File: config.mk
export PLATFORM = sky130hd
export DESIGN_NAME = cpu
export DESIGN_NICKNAME = d
export VERILOG_FILES = /design/src/rv_pkg.sv /design/src/decode_if.sv /design/src/decoder.sv /design/src/regfile.sv /design/src/alu.sv /design/src/lsu.sv /design/src/core_sequencer.sv /design/src/cpu.sv
export SDC_FILE = /design/constraint.sdc
export NUM_CORES = 2
export LEC_CHECK = 0
export BUFFER_PORTS_ARGS = -buffer_cell sky130_fd_sc_hd__buf_2
export CORE_AREA = 2 2 590 592
export DETAILED_ROUTE_END_ITERATION = 12
export DIE_AREA = 0 0 592 594
export PLACE_DENSITY_LB_ADDON = 0.08
export SYNTH_ARGS = -nofsm -noshare
export SYNTH_HDL_FRONTEND = slang
export SYNTH_HIERARCHICAL = 1
export SYNTH_SLANG_ARGS = --single-unit
File: constraint.sdc
create_clock -name inst_selfdefine -period 6.3 [get_ports inst_selfdefine]
set_input_delay 0.945 -clock inst_selfdefine [delete_from_list [all_inputs] [get_ports inst_selfdefine]]
set_output_delay 0.945 -clock inst_selfdefine [all_outputs]
set_load 0.02 [all_outputs]
File: src/rv_pkg.sv
`default_nettype none

package rv_pkg;

    localparam int xlen      = 64;
    localparam int addr_w    = 64;
    localparam int reg_idx_w = 5;
    localparam int inst_w    = 32;

    // major opcodes
    localparam logic [6:0] op_lui    = 7'b0110111;
    localparam logic [6:0] op_jal    = 7'b1101111;
    localparam logic [6:0] op_imm    = 7'b0010011;
    localparam logic [6:0] op_reg    = 7'b0110011;
    localparam logic [6:0] op_branch = 7'b1100011;
    localparam logic [6:0] op_load   = 7'b0000011;
    localparam logic [6:0] op_store  = 7'b0100011;

    // arithmetic funct3
    localparam logic [2:0] f3_add_sub = 3'b000;
    localparam logic [2:0] f3_slt     = 3'b010;
    localparam logic [2:0] f3_xor     = 3'b100;
    localparam logic [2:0] f3_or      = 3'b110;
    localparam logic [2:0] f3_and     = 3'b111;

    // branch funct3
    localparam logic [2:0] f3_beq = 3'b000;
    localparam logic [2:0] f3_bne = 3'b001;
    localparam logic [2:0] f3_blt = 3'b100;

    // load/store funct3
    localparam logic [2:0] f3_word   = 3'b010;
    localparam logic [2:0] f3_double = 3'b011;

    localparam logic [6:0] f7_sub = 7'b0100000;

    typedef enum logic [2:0] {
        alu_add,
        alu_sub,
        alu_and,
        alu_or,
        alu_xor,
        alu_slt,
        alu_pass_b
    } alu_op_t;

    // same codes as the bus size field
    typedef enum logic [1:0] {
        size_word   = 2'd2,
        size_double = 2'd3
    } mem_size_t;

    typedef struct packed {
        logic [6:0] funct7;
        logic [4:0] rs2;
        logic [4:0] rs1;
        logic [2:0] funct3;
        logic [4:0] rd;
        logic [6:0] opcode;
    } r_fmt_t;

    typedef struct packed {
        logic [19:0] upper;
        logic [4:0]  rd;
        logic [6:0]  opcode;
    } u_fmt_t;

    typedef union packed {
        r_fmt_t r;
        u_fmt_t u;
    } inst_word_t;

endpackage

`default_nettype wire

File: src/decode_if.sv
`default_nettype none

interface decode_if;
    import rv_pkg::*;

    logic [reg_idx_w-1:0] rs1_idx;
    logic [reg_idx_w-1:0] rs2_idx;
    logic [reg_idx_w-1:0] rd_idx;
    logic                 rd_en;
    logic [xlen-1:0]      imm;
    alu_op_t              alu_op;
    logic                 alu_src_imm;
    logic                 alu_src_pc;
    logic                 is_lui;
    logic                 is_jal;
    logic                 is_branch;
    logic [2:0]           branch_cond;
    logic                 mem_read;
    logic                 mem_write;
    mem_size_t            mem_size;

    modport decoder (
        output rs1_idx, rs2_idx, rd_idx, rd_en, imm, alu_op, alu_src_imm, alu_src_pc,
               is_lui, is_jal, is_branch, branch_cond, mem_read, mem_write, mem_size
    );
    modport sequencer (input rd_en, imm, is_lui, is_jal, mem_read, mem_write);
    modport execute (input imm, alu_op, alu_src_imm, alu_src_pc, is_branch, branch_cond);
    modport memory (input mem_read, mem_write, mem_size);

endinterface

`default_nettype wire

File: src/decoder.sv
`default_nettype none

module decoder (
    input  rv_pkg::inst_word_t inst,
    decode_if.decoder          dec
);
    import rv_pkg::*;

    logic [xlen-1:0] imm_i;
    logic [xlen-1:0] imm_s;
    logic [xlen-1:0] imm_b;
    logic [xlen-1:0] imm_u;
    logic [xlen-1:0] imm_j;
    logic            rd_write;
    logic            sign;

    function automatic alu_op_t arith_op(input logic [2:0] funct3, input logic sub);
        case (funct3)
            f3_add_sub: arith_op = sub ? alu_sub : alu_add;
            f3_slt:     arith_op = alu_slt;
            f3_xor:     arith_op = alu_xor;
            f3_or:      arith_op = alu_or;
            f3_and:     arith_op = alu_and;
            default:    arith_op = alu_add;
        endcase
    endfunction

    assign sign = inst.r.funct7[6];

    assign imm_i = {{52{sign}}, inst.r.funct7, inst.r.rs2};
    assign imm_s = {{52{sign}}, inst.r.funct7, inst.r.rd};
    assign imm_b = {{52{sign}}, inst.r.rd[0], inst.r.funct7[5:0], inst.r.rd[4:1], 1'b0};
    // upper field seen as U and as the scrambled J offset
    assign imm_u = {{32{sign}}, inst.u.upper, 12'b0};
    assign imm_j = {{44{sign}}, inst.u.upper[7:0], inst.u.upper[8], inst.u.upper[18:9], 1'b0};

    assign dec.rs1_idx = inst.r.rs1;
    assign dec.rs2_idx = inst.r.rs2;
    assign dec.rd_idx  = inst.r.rd;
    assign dec.rd_en   = rd_write && (inst.r.rd != '0);

    always_comb begin
        rd_write        = 1'b0;
        dec.imm         = imm_i;
        dec.alu_op      = alu_add;
        dec.alu_src_imm = 1'b0;
        dec.alu_src_pc  = 1'b0;
        dec.is_lui      = 1'b0;
        dec.is_jal      = 1'b0;
        dec.is_branch   = 1'b0;
        dec.branch_cond = inst.r.funct3;
        dec.mem_read    = 1'b0;
        dec.mem_write   = 1'b0;
        dec.mem_size    = (inst.r.funct3 == f3_double) ? size_double : size_word;
        case (inst.r.opcode)
            op_lui: begin
                rd_write    = 1'b1;
                dec.imm     = imm_u;
                dec.alu_op  = alu_pass_b;
                dec.alu_src_imm = 1'b1;
                dec.is_lui  = 1'b1;
            end
            op_jal: begin
                rd_write        = 1'b1;
                dec.imm         = imm_j;
                dec.alu_src_imm = 1'b1;
                dec.alu_src_pc  = 1'b1;
                dec.is_jal      = 1'b1;
            end
            op_imm: begin
                rd_write        = 1'b1;
                dec.alu_op      = arith_op(inst.r.funct3, 1'b0);
                dec.alu_src_imm = 1'b1;
            end
            op_reg: begin
                rd_write   = 1'b1;
                dec.alu_op = arith_op(inst.r.funct3, inst.r.funct7 == f7_sub);
            end
            op_branch: begin
                dec.imm         = imm_b;
                dec.alu_src_imm = 1'b1;
                dec.alu_src_pc  = 1'b1;
                dec.is_branch   = 1'b1;
            end
            op_load: begin
                rd_write        = 1'b1;
                dec.alu_src_imm = 1'b1;
                dec.mem_read    = 1'b1;
            end
            op_store: begin
                dec.imm         = imm_s;
                dec.alu_src_imm = 1'b1;
                dec.mem_write   = 1'b1;
            end
            // anything else retires as a nop
            default: ;
        endcase
    end

endmodule

`default_nettype wire

File: src/regfile.sv
`default_nettype none

module regfile (
    input  logic                         inst_selfdefine,
    input  logic                         reset,
    input  logic [rv_pkg::reg_idx_w-1:0] rs1_idx,
    input  logic [rv_pkg::reg_idx_w-1:0] rs2_idx,
    input  logic [rv_pkg::reg_idx_w-1:0] rd_idx,
    input  logic                         wr_en,
    input  logic [rv_pkg::xlen-1:0]      wr_data,
    output logic [rv_pkg::xlen-1:0]      rs1_data,
    output logic [rv_pkg::xlen-1:0]      rs2_data
);
    import rv_pkg::*;

    // x0 has no storage
    logic [xlen-1:0] regs [1:31];

    always_ff @(posedge inst_selfdefine) begin
        if (reset) begin
            for (int i = 1; i < 32; i++) begin
                regs[i] <= '0;
            end
        end else if (wr_en && (rd_idx != '0)) begin
            regs[rd_idx] <= wr_data;
        end
    end

    always_comb begin
        rs1_data = '0;
        rs2_data = '0;
        if (rs1_idx != '0) begin
            rs1_data = regs[rs1_idx];
        end
        if (rs2_idx != '0) begin
            rs2_data = regs[rs2_idx];
        end
    end

endmodule

`default_nettype wire

File: src/alu.sv
`default_nettype none

module alu (
    decode_if.execute               dec,
    input  logic [rv_pkg::addr_w-1:0] pc,
    input  logic [rv_pkg::xlen-1:0] rs1_data,
    input  logic [rv_pkg::xlen-1:0] rs2_data,
    output logic [rv_pkg::xlen-1:0] result,
    output logic                    branch_taken
);
    import rv_pkg::*;

    logic [xlen-1:0] op_a;
    logic [xlen-1:0] op_b;
    logic            cond;

    assign op_a = dec.alu_src_pc ? pc : rs1_data;
    assign op_b = dec.alu_src_imm ? dec.imm : rs2_data;

    always_comb begin
        case (dec.alu_op)
            alu_add:    result = op_a + op_b;
            alu_sub:    result = op_a - op_b;
            alu_and:    result = op_a & op_b;
            alu_or:     result = op_a | op_b;
            alu_xor:    result = op_a ^ op_b;
            alu_slt:    result = {{(xlen-1){1'b0}}, $signed(op_a) < $signed(op_b)};
            alu_pass_b: result = op_b;
            default:    result = op_a + op_b;
        endcase
    end

    // branch compare always looks at the registers, the adder makes the target
    always_comb begin
        case (dec.branch_cond)
            f3_beq:  cond = (rs1_data == rs2_data);
            f3_bne:  cond = (rs1_data != rs2_data);
            f3_blt:  cond = ($signed(rs1_data) < $signed(rs2_data));
            default: cond = 1'b0;
        endcase
    end

    assign branch_taken = dec.is_branch && cond;

endmodule

`default_nettype wire

File: src/lsu.sv
`default_nettype none

module lsu (
    input  logic                      inst_selfdefine,
    input  logic                      reset,
    decode_if.memory                  dec,
    input  logic                      start,
    input  logic [rv_pkg::addr_w-1:0] addr,
    input  logic [rv_pkg::xlen-1:0]   store_data,
    output logic                      done,
    output logic [rv_pkg::xlen-1:0]   load_data,

    output logic                      mem_valid,
    output logic [rv_pkg::addr_w-1:0] mem_addr,
    output logic [rv_pkg::xlen-1:0]   mem_data_write,
    output logic [1:0]                mem_size,
    output logic                      mem_req,
    input  logic                      mem_ready,
    input  logic [rv_pkg::xlen-1:0]   mem_data_read
);
    import rv_pkg::*;

    logic        access;
    logic [31:0] word_data;

    assign access = start && (dec.mem_read || dec.mem_write);

    always_ff @(posedge inst_selfdefine) begin
        if (reset) begin
            mem_valid <= 1'b0;
            mem_req   <= 1'b0;
        end else if (access) begin
            mem_valid <= 1'b1;
            mem_req   <= dec.mem_write;
        end else if (mem_ready) begin
            mem_valid <= 1'b0;
            mem_req   <= 1'b0;
        end
    end

    always_ff @(posedge inst_selfdefine) begin
        if (access) begin
            mem_addr       <= addr;
            mem_data_write <= store_data;
            mem_size       <= dec.mem_size;
        end
    end

    assign done = mem_valid && mem_ready;

    // bus data is right aligned, word loads sign extend
    assign word_data = mem_data_read[31:0];
    assign load_data = (mem_size == size_word) ? {{32{word_data[31]}}, word_data}
                                               : mem_data_read;

endmodule

`default_nettype wire

File: src/core_sequencer.sv
`default_nettype none

module core_sequencer #(
    parameter logic [rv_pkg::addr_w-1:0] pc_start = 64'h8000_0000
) (
    input  logic                      inst_selfdefine,
    input  logic                      reset,
    decode_if.sequencer               dec,

    output logic                      if_valid,
    output logic [rv_pkg::addr_w-1:0] if_addr,
    input  logic                      if_ready,
    input  logic [rv_pkg::inst_w-1:0] if_data_read,

    output rv_pkg::inst_word_t        inst,
    output logic [rv_pkg::addr_w-1:0] pc,
    input  logic [rv_pkg::xlen-1:0]   alu_result,
    input  logic                      branch_taken,
    input  logic [rv_pkg::xlen-1:0]   load_data,
    output logic                      lsu_start,
    input  logic                      lsu_done,
    output logic                      wr_en,
    output logic [rv_pkg::xlen-1:0]   wr_data
);
    import rv_pkg::*;

    localparam logic [1:0] st_fetch   = 2'd0;
    localparam logic [1:0] st_execute = 2'd1;
    localparam logic [1:0] st_memory  = 2'd2;

    logic [1:0]        state;
    logic [addr_w-1:0] pc_plus4;
    logic [addr_w-1:0] next_pc;
    logic              mem_op;
    logic              fetch_done;

    assign pc_plus4   = pc + 64'd4;
    assign next_pc    = (dec.is_jal || branch_taken) ? alu_result : pc_plus4;
    assign mem_op     = dec.mem_read || dec.mem_write;
    assign fetch_done = (state == st_fetch) && if_valid && if_ready;
    assign if_addr    = pc;

    always_ff @(posedge inst_selfdefine) begin
        if (reset) begin
            state    <= st_fetch;
            if_valid <= 1'b0;
            pc       <= pc_start;
        end else begin
            case (state)
                st_fetch: begin
                    if (!if_valid) begin
                        if_valid <= 1'b1;
                    end else if (if_ready) begin
                        if_valid <= 1'b0;
                        state    <= st_execute;
                    end
                end
                st_execute: begin
                    if (mem_op) begin
                        state <= st_memory;
                    end else begin
                        pc       <= next_pc;
                        if_valid <= 1'b1;
                        state    <= st_fetch;
                    end
                end
                st_memory: begin
                    if (lsu_done) begin
                        pc       <= next_pc;
                        if_valid <= 1'b1;
                        state    <= st_fetch;
                    end
                end
                default: state <= st_fetch;
            endcase
        end
    end

    always_ff @(posedge inst_selfdefine) begin
        if (fetch_done) begin
            inst <= if_data_read;
        end
    end

    assign lsu_start = (state == st_execute) && mem_op;

    // one write-back cycle per instruction
    assign wr_en = dec.rd_en && (((state == st_execute) && !mem_op) ||
                                 ((state == st_memory) && lsu_done && dec.mem_read));

    always_comb begin
        if (dec.is_jal) begin
            wr_data = pc_plus4;
        end else if (dec.is_lui) begin
            wr_data = dec.imm;
        end else if (dec.mem_read) begin
            wr_data = load_data;
        end else begin
            wr_data = alu_result;
        end
    end

endmodule

`default_nettype wire

File: src/cpu.sv
`default_nettype none

module cpu #(
    parameter logic [rv_pkg::addr_w-1:0] pc_start = 64'h8000_0000
) (
    input  logic                      inst_selfdefine,
    input  logic                      reset,

    output logic                      if_valid,
    output logic [rv_pkg::addr_w-1:0] if_addr,
    input  logic                      if_ready,
    input  logic [rv_pkg::inst_w-1:0] if_data_read,

    output logic                      mem_valid,
    output logic [rv_pkg::addr_w-1:0] mem_addr,
    output logic [rv_pkg::xlen-1:0]   mem_data_write,
    output logic [1:0]                mem_size,
    output logic                      mem_req,
    input  logic                      mem_ready,
    input  logic [rv_pkg::xlen-1:0]   mem_data_read
);
    import rv_pkg::*;

    inst_word_t        inst;
    logic [addr_w-1:0] pc;
    logic [xlen-1:0]   rs1_data;
    logic [xlen-1:0]   rs2_data;
    logic [xlen-1:0]   alu_result;
    logic              branch_taken;
    logic [xlen-1:0]   load_data;
    logic              lsu_start;
    logic              lsu_done;
    logic              wr_en;
    logic [xlen-1:0]   wr_data;

    decode_if dec ();

    decoder i_decoder (.inst(inst), .dec(dec));

    regfile i_regfile (
        .inst_selfdefine (inst_selfdefine),
        .reset           (reset),
        .rs1_idx         (dec.rs1_idx),
        .rs2_idx         (dec.rs2_idx),
        .rd_idx          (dec.rd_idx),
        .wr_en           (wr_en),
        .wr_data         (wr_data),
        .rs1_data        (rs1_data),
        .rs2_data        (rs2_data)
    );

    alu i_alu (
        .dec          (dec),
        .pc           (pc),
        .rs1_data     (rs1_data),
        .rs2_data     (rs2_data),
        .result       (alu_result),
        .branch_taken (branch_taken)
    );

    lsu i_lsu (
        .inst_selfdefine (inst_selfdefine),
        .reset           (reset),
        .dec             (dec),
        .start           (lsu_start),
        .addr            (alu_result),
        .store_data      (rs2_data),
        .done            (lsu_done),
        .load_data       (load_data),
        .mem_valid       (mem_valid),
        .mem_addr        (mem_addr),
        .mem_data_write  (mem_data_write),
        .mem_size        (mem_size),
        .mem_req         (mem_req),
        .mem_ready       (mem_ready),
        .mem_data_read   (mem_data_read)
    );

    core_sequencer #(.pc_start(pc_start)) i_core_sequencer (
        .inst_selfdefine (inst_selfdefine),
        .reset           (reset),
        .dec             (dec),
        .if_valid        (if_valid),
        .if_addr         (if_addr),
        .if_ready        (if_ready),
        .if_data_read    (if_data_read),
        .inst            (inst),
        .pc              (pc),
        .alu_result      (alu_result),
        .branch_taken    (branch_taken),
        .load_data       (load_data),
        .lsu_start       (lsu_start),
        .lsu_done        (lsu_done),
        .wr_en           (wr_en),
        .wr_data         (wr_data)
    );

endmodule

`default_nettype wire

==> metrics <==
synthesized flop and latch total=2279; Congestion Overflow GR=0; Post-Syn Area=138000 sq um; worst hold start=if_data_read[6]; final period utilization=1.15; Worst path slowest cell=or4_4; Port Buffers=296; Reg2Reg Setup Slack=-0.93 ns; asr flop ratio synth=0; # DRC=0; sequential share of the synthesized area=0.492; failing checks=negative setup slack; final hold viol count=0; FF-to-FF path depth=35; cts hold-fix bufs=0; Worst Hold Depth=1; synth warn=6; share of post-route cells with drive strength above 1=0.328; P&R area growth vs syn=23.2%; commonest non-fill, non-tap cell in the layout=edfxtp_1; Max VDD drop=0.198 mV; # Max-Cap Violations=0; count of cell types in the netlist=122; Clock Skew=0.0391 ns; CP max FO=16; Final ANT Viol Nets=0; FF-to-FF End=i_regfile/regs[30][0]; relative slew slack=0.144; Fmax=138 MHz; Syn Area/Cell=12.6 sq um; clock slew at reported path FFs=0.06 ns; TritonCTS sink count=2279; CP arrival=7.89 ns; clk buf depth=4; total core area=345000 sq um; drt total wl=674000 um; CTS tree=built; Synth Flop Type=edfxtp_1; detail-routed via count per cell=6.39; EDFF count, synth=2210; Hold EP=i_core_sequencer/inst[6]; Num CTS Buffers=275; crit path kind=reg -> reg; clk_lat worst skew=0.93 ns; Vias=110000; Worst path top cell family by delay=buffers and inverters; Starting DRT DRC Count=17100; crit path time final=7.23 ns; Setup violations, final=1856; I/O pins=297; Final HPWL DP=432000 um; Power Density=279 nW/um^2; CTS Root Cell=clkbuf_16; largest stage delay on the critical path=0.49 ns; Hold Crit Class=in -> reg; placed cell area=158000 sq um; startpoint types=register; Top cell by count, worst path=buf_4; reg-to-reg startpoint=i_core_sequencer/inst[18]; drt pass-1 iters=6; RSZ-0062 raised after global routing=yes; initial antenna violation count=72; cell area after layout=170000 sq um; Mapped Cells=10900; Die ar.=352000 sq um; die span in y=594 um; vias in the first global route=106000; Setup crit end kind=register; row count=216; die width=592 um; most frequent cells in the layout=edfxtp_1 (2210), and2_1 (2005), buf_4 (1683); global-route wire length before repair=903000 um; Final GP Congestion=0.948; CTS H-tree lvls=5; Initial Util=0.399; CP Data Required Time=6.96 ns; worst-margin pin slew=1.28 ns; DR WL/cell=39.1 um; pin count of the biggest net entering global routing=85; PnR worst setup slack=-0.926 ns; overall routing resource usage=0.374; status=finished, violations left; fin nets=12800; LEAKAGE=65.3 nW; worst hold margin=0.199 ns; CP Buf/Inv Count=14; Slew Limit Fails=0
logic make-up after synthesis:
kind of cell | count (synthesis) | synth area share
muxes | 1578 | 0.199
adders and majority gates | 264 | 0.0241
AOI/OAI and AO/OA | 1824 | 0.0901
buffers and inverters | 1490 | 0.0489
other | 2 | 0.0000546
and+or+nand+nor | 3378 | 0.139
DFF | 2279 | 0.492
xor gates and xnor gates | 107 | 0.00681
power by group:
group	leakage, nW	switching, mW	internal, mW
registers	23.1	0.321	17.3
logic	38.0	8.29	5.64
clock network	4.19	6.91	8.88
total	65.3	15.5	31.8
cells in the mapped netlist, types with 42 or more instances:
cell,n,area [sq um]
clkbuf_1,774,2910
or2_2,43,269
nand4_1,64,400
buf_2,123,616
nor3_1,57,285
a221oi_1,79,692
a211oi_1,99,743
mux2i_1,537,5380
nand2_1,425,1600
ha_1,262,3280
dfxtp_1,69,1380
inv_1,295,1110
a21oi_1,415,2080
a21o_1,108,811
a22oi_1,119,893
buf_1,60,225
xnor2_1,84,736
nand3_1,97,485
nor4_1,48,300
o221ai_1,80,701
nor2b_1,48,300
nor2_1,402,1510
mux2_2,127,1430
o211ai_1,57,428
edfxtp_1,2210,66400
o21ai_0,261,1310
a22o_1,47,412
buf_4,195,1460
a31oi_1,42,263
and2_1,2010,12600
and3_1,67,419
o22ai_1,162,1010
mux4_2,906,20400
metal layers:
metal	global-route usage	vias to the layer above	share of wire
met2	0.572	7589	0.44
met4	0.148	10	0.046
met5	0	-	0.00042
li1	-	44200	-
met1	0.510	56900	0.39
met3	0.0931	1393	0.12
worst max-delay path by stage:
| stage | cells past startpoint | start | endpoint |
|---|---|---|---|
| floorplan | 27 | i_core_sequencer/inst[6] | i_regfile/regs[10][50] |
| global placement | 30 | i_core_sequencer/inst[21] | i_regfile/regs[11][0] |
| detailed placement | 30 | i_core_sequencer/inst[21] | i_regfile/regs[29][0] |
| CTS | 29 | i_core_sequencer/inst[15] | i_regfile/regs[15][57] |
| global route | 36 | i_core_sequencer/inst[20] | i_regfile/regs[18][0] |
| finish | 35 | i_core_sequencer/inst[18] | i_regfile/regs[30][0] |
flip-flops by register name, summed over array words and instances (netlist names):
signal and flops:
i_regfile/regs 2048, i_lsu/mem_addr 64, i_lsu/mem_data_write 64, i_lsu/mem_size 2
i_core_sequencer/state 2, i_lsu/mem_req 1, i_lsu/mem_valid 1, i_core_sequencer/if_addr 64
i_core_sequencer/if_valid 1, i_core_sequencer/inst 32
through the flow:
| step | worst slack (ns) | TNS [ns] | utilization | power [mW] | cells |
|---|---|---|---|---|---|
| final | -0.926 | -933.14 | 0.491 | 47.3 | 17200 |
| after global routing | -1.06 | -1372.60 | 0.491 | 48.6 | 17200 |
| after CTS | -0.905 | -926.82 | 0.487 | 46.7 | 17200 |
| after detailed placement | -1.95 | -1550.18 | 0.458 | 30.9 | 16600 |
| after global placement | -1.91 | -1655.69 | 0.458 | 30.8 | 16600 |
| after floorplan | 0.0277 | 0 | - | 23.6 | 11000 |
repair_timing:
action	in CTS	in global routing
gates resized for setup	146	153
cloned	14	7
setup buffers	36	30
pin swaps	8	33
endpoints found under the setup margin	1932	1999
cell type report:
class | instances | area (sq um)
Multi-Input combinational cell | 7216 | 65100
Sequential cell | 2279 | 67700
Timing Repair Buffer | 2329 | 21100
Tap cell | 4578 | 5730
Inverter | 303 | 1140
Clock inverter | 139 | 1110
Antenna cell | 59 | 148
Fill cell | 30300 | 176000
Clock buffer | 345 | 7440
(Power assumes the default switching activity.)
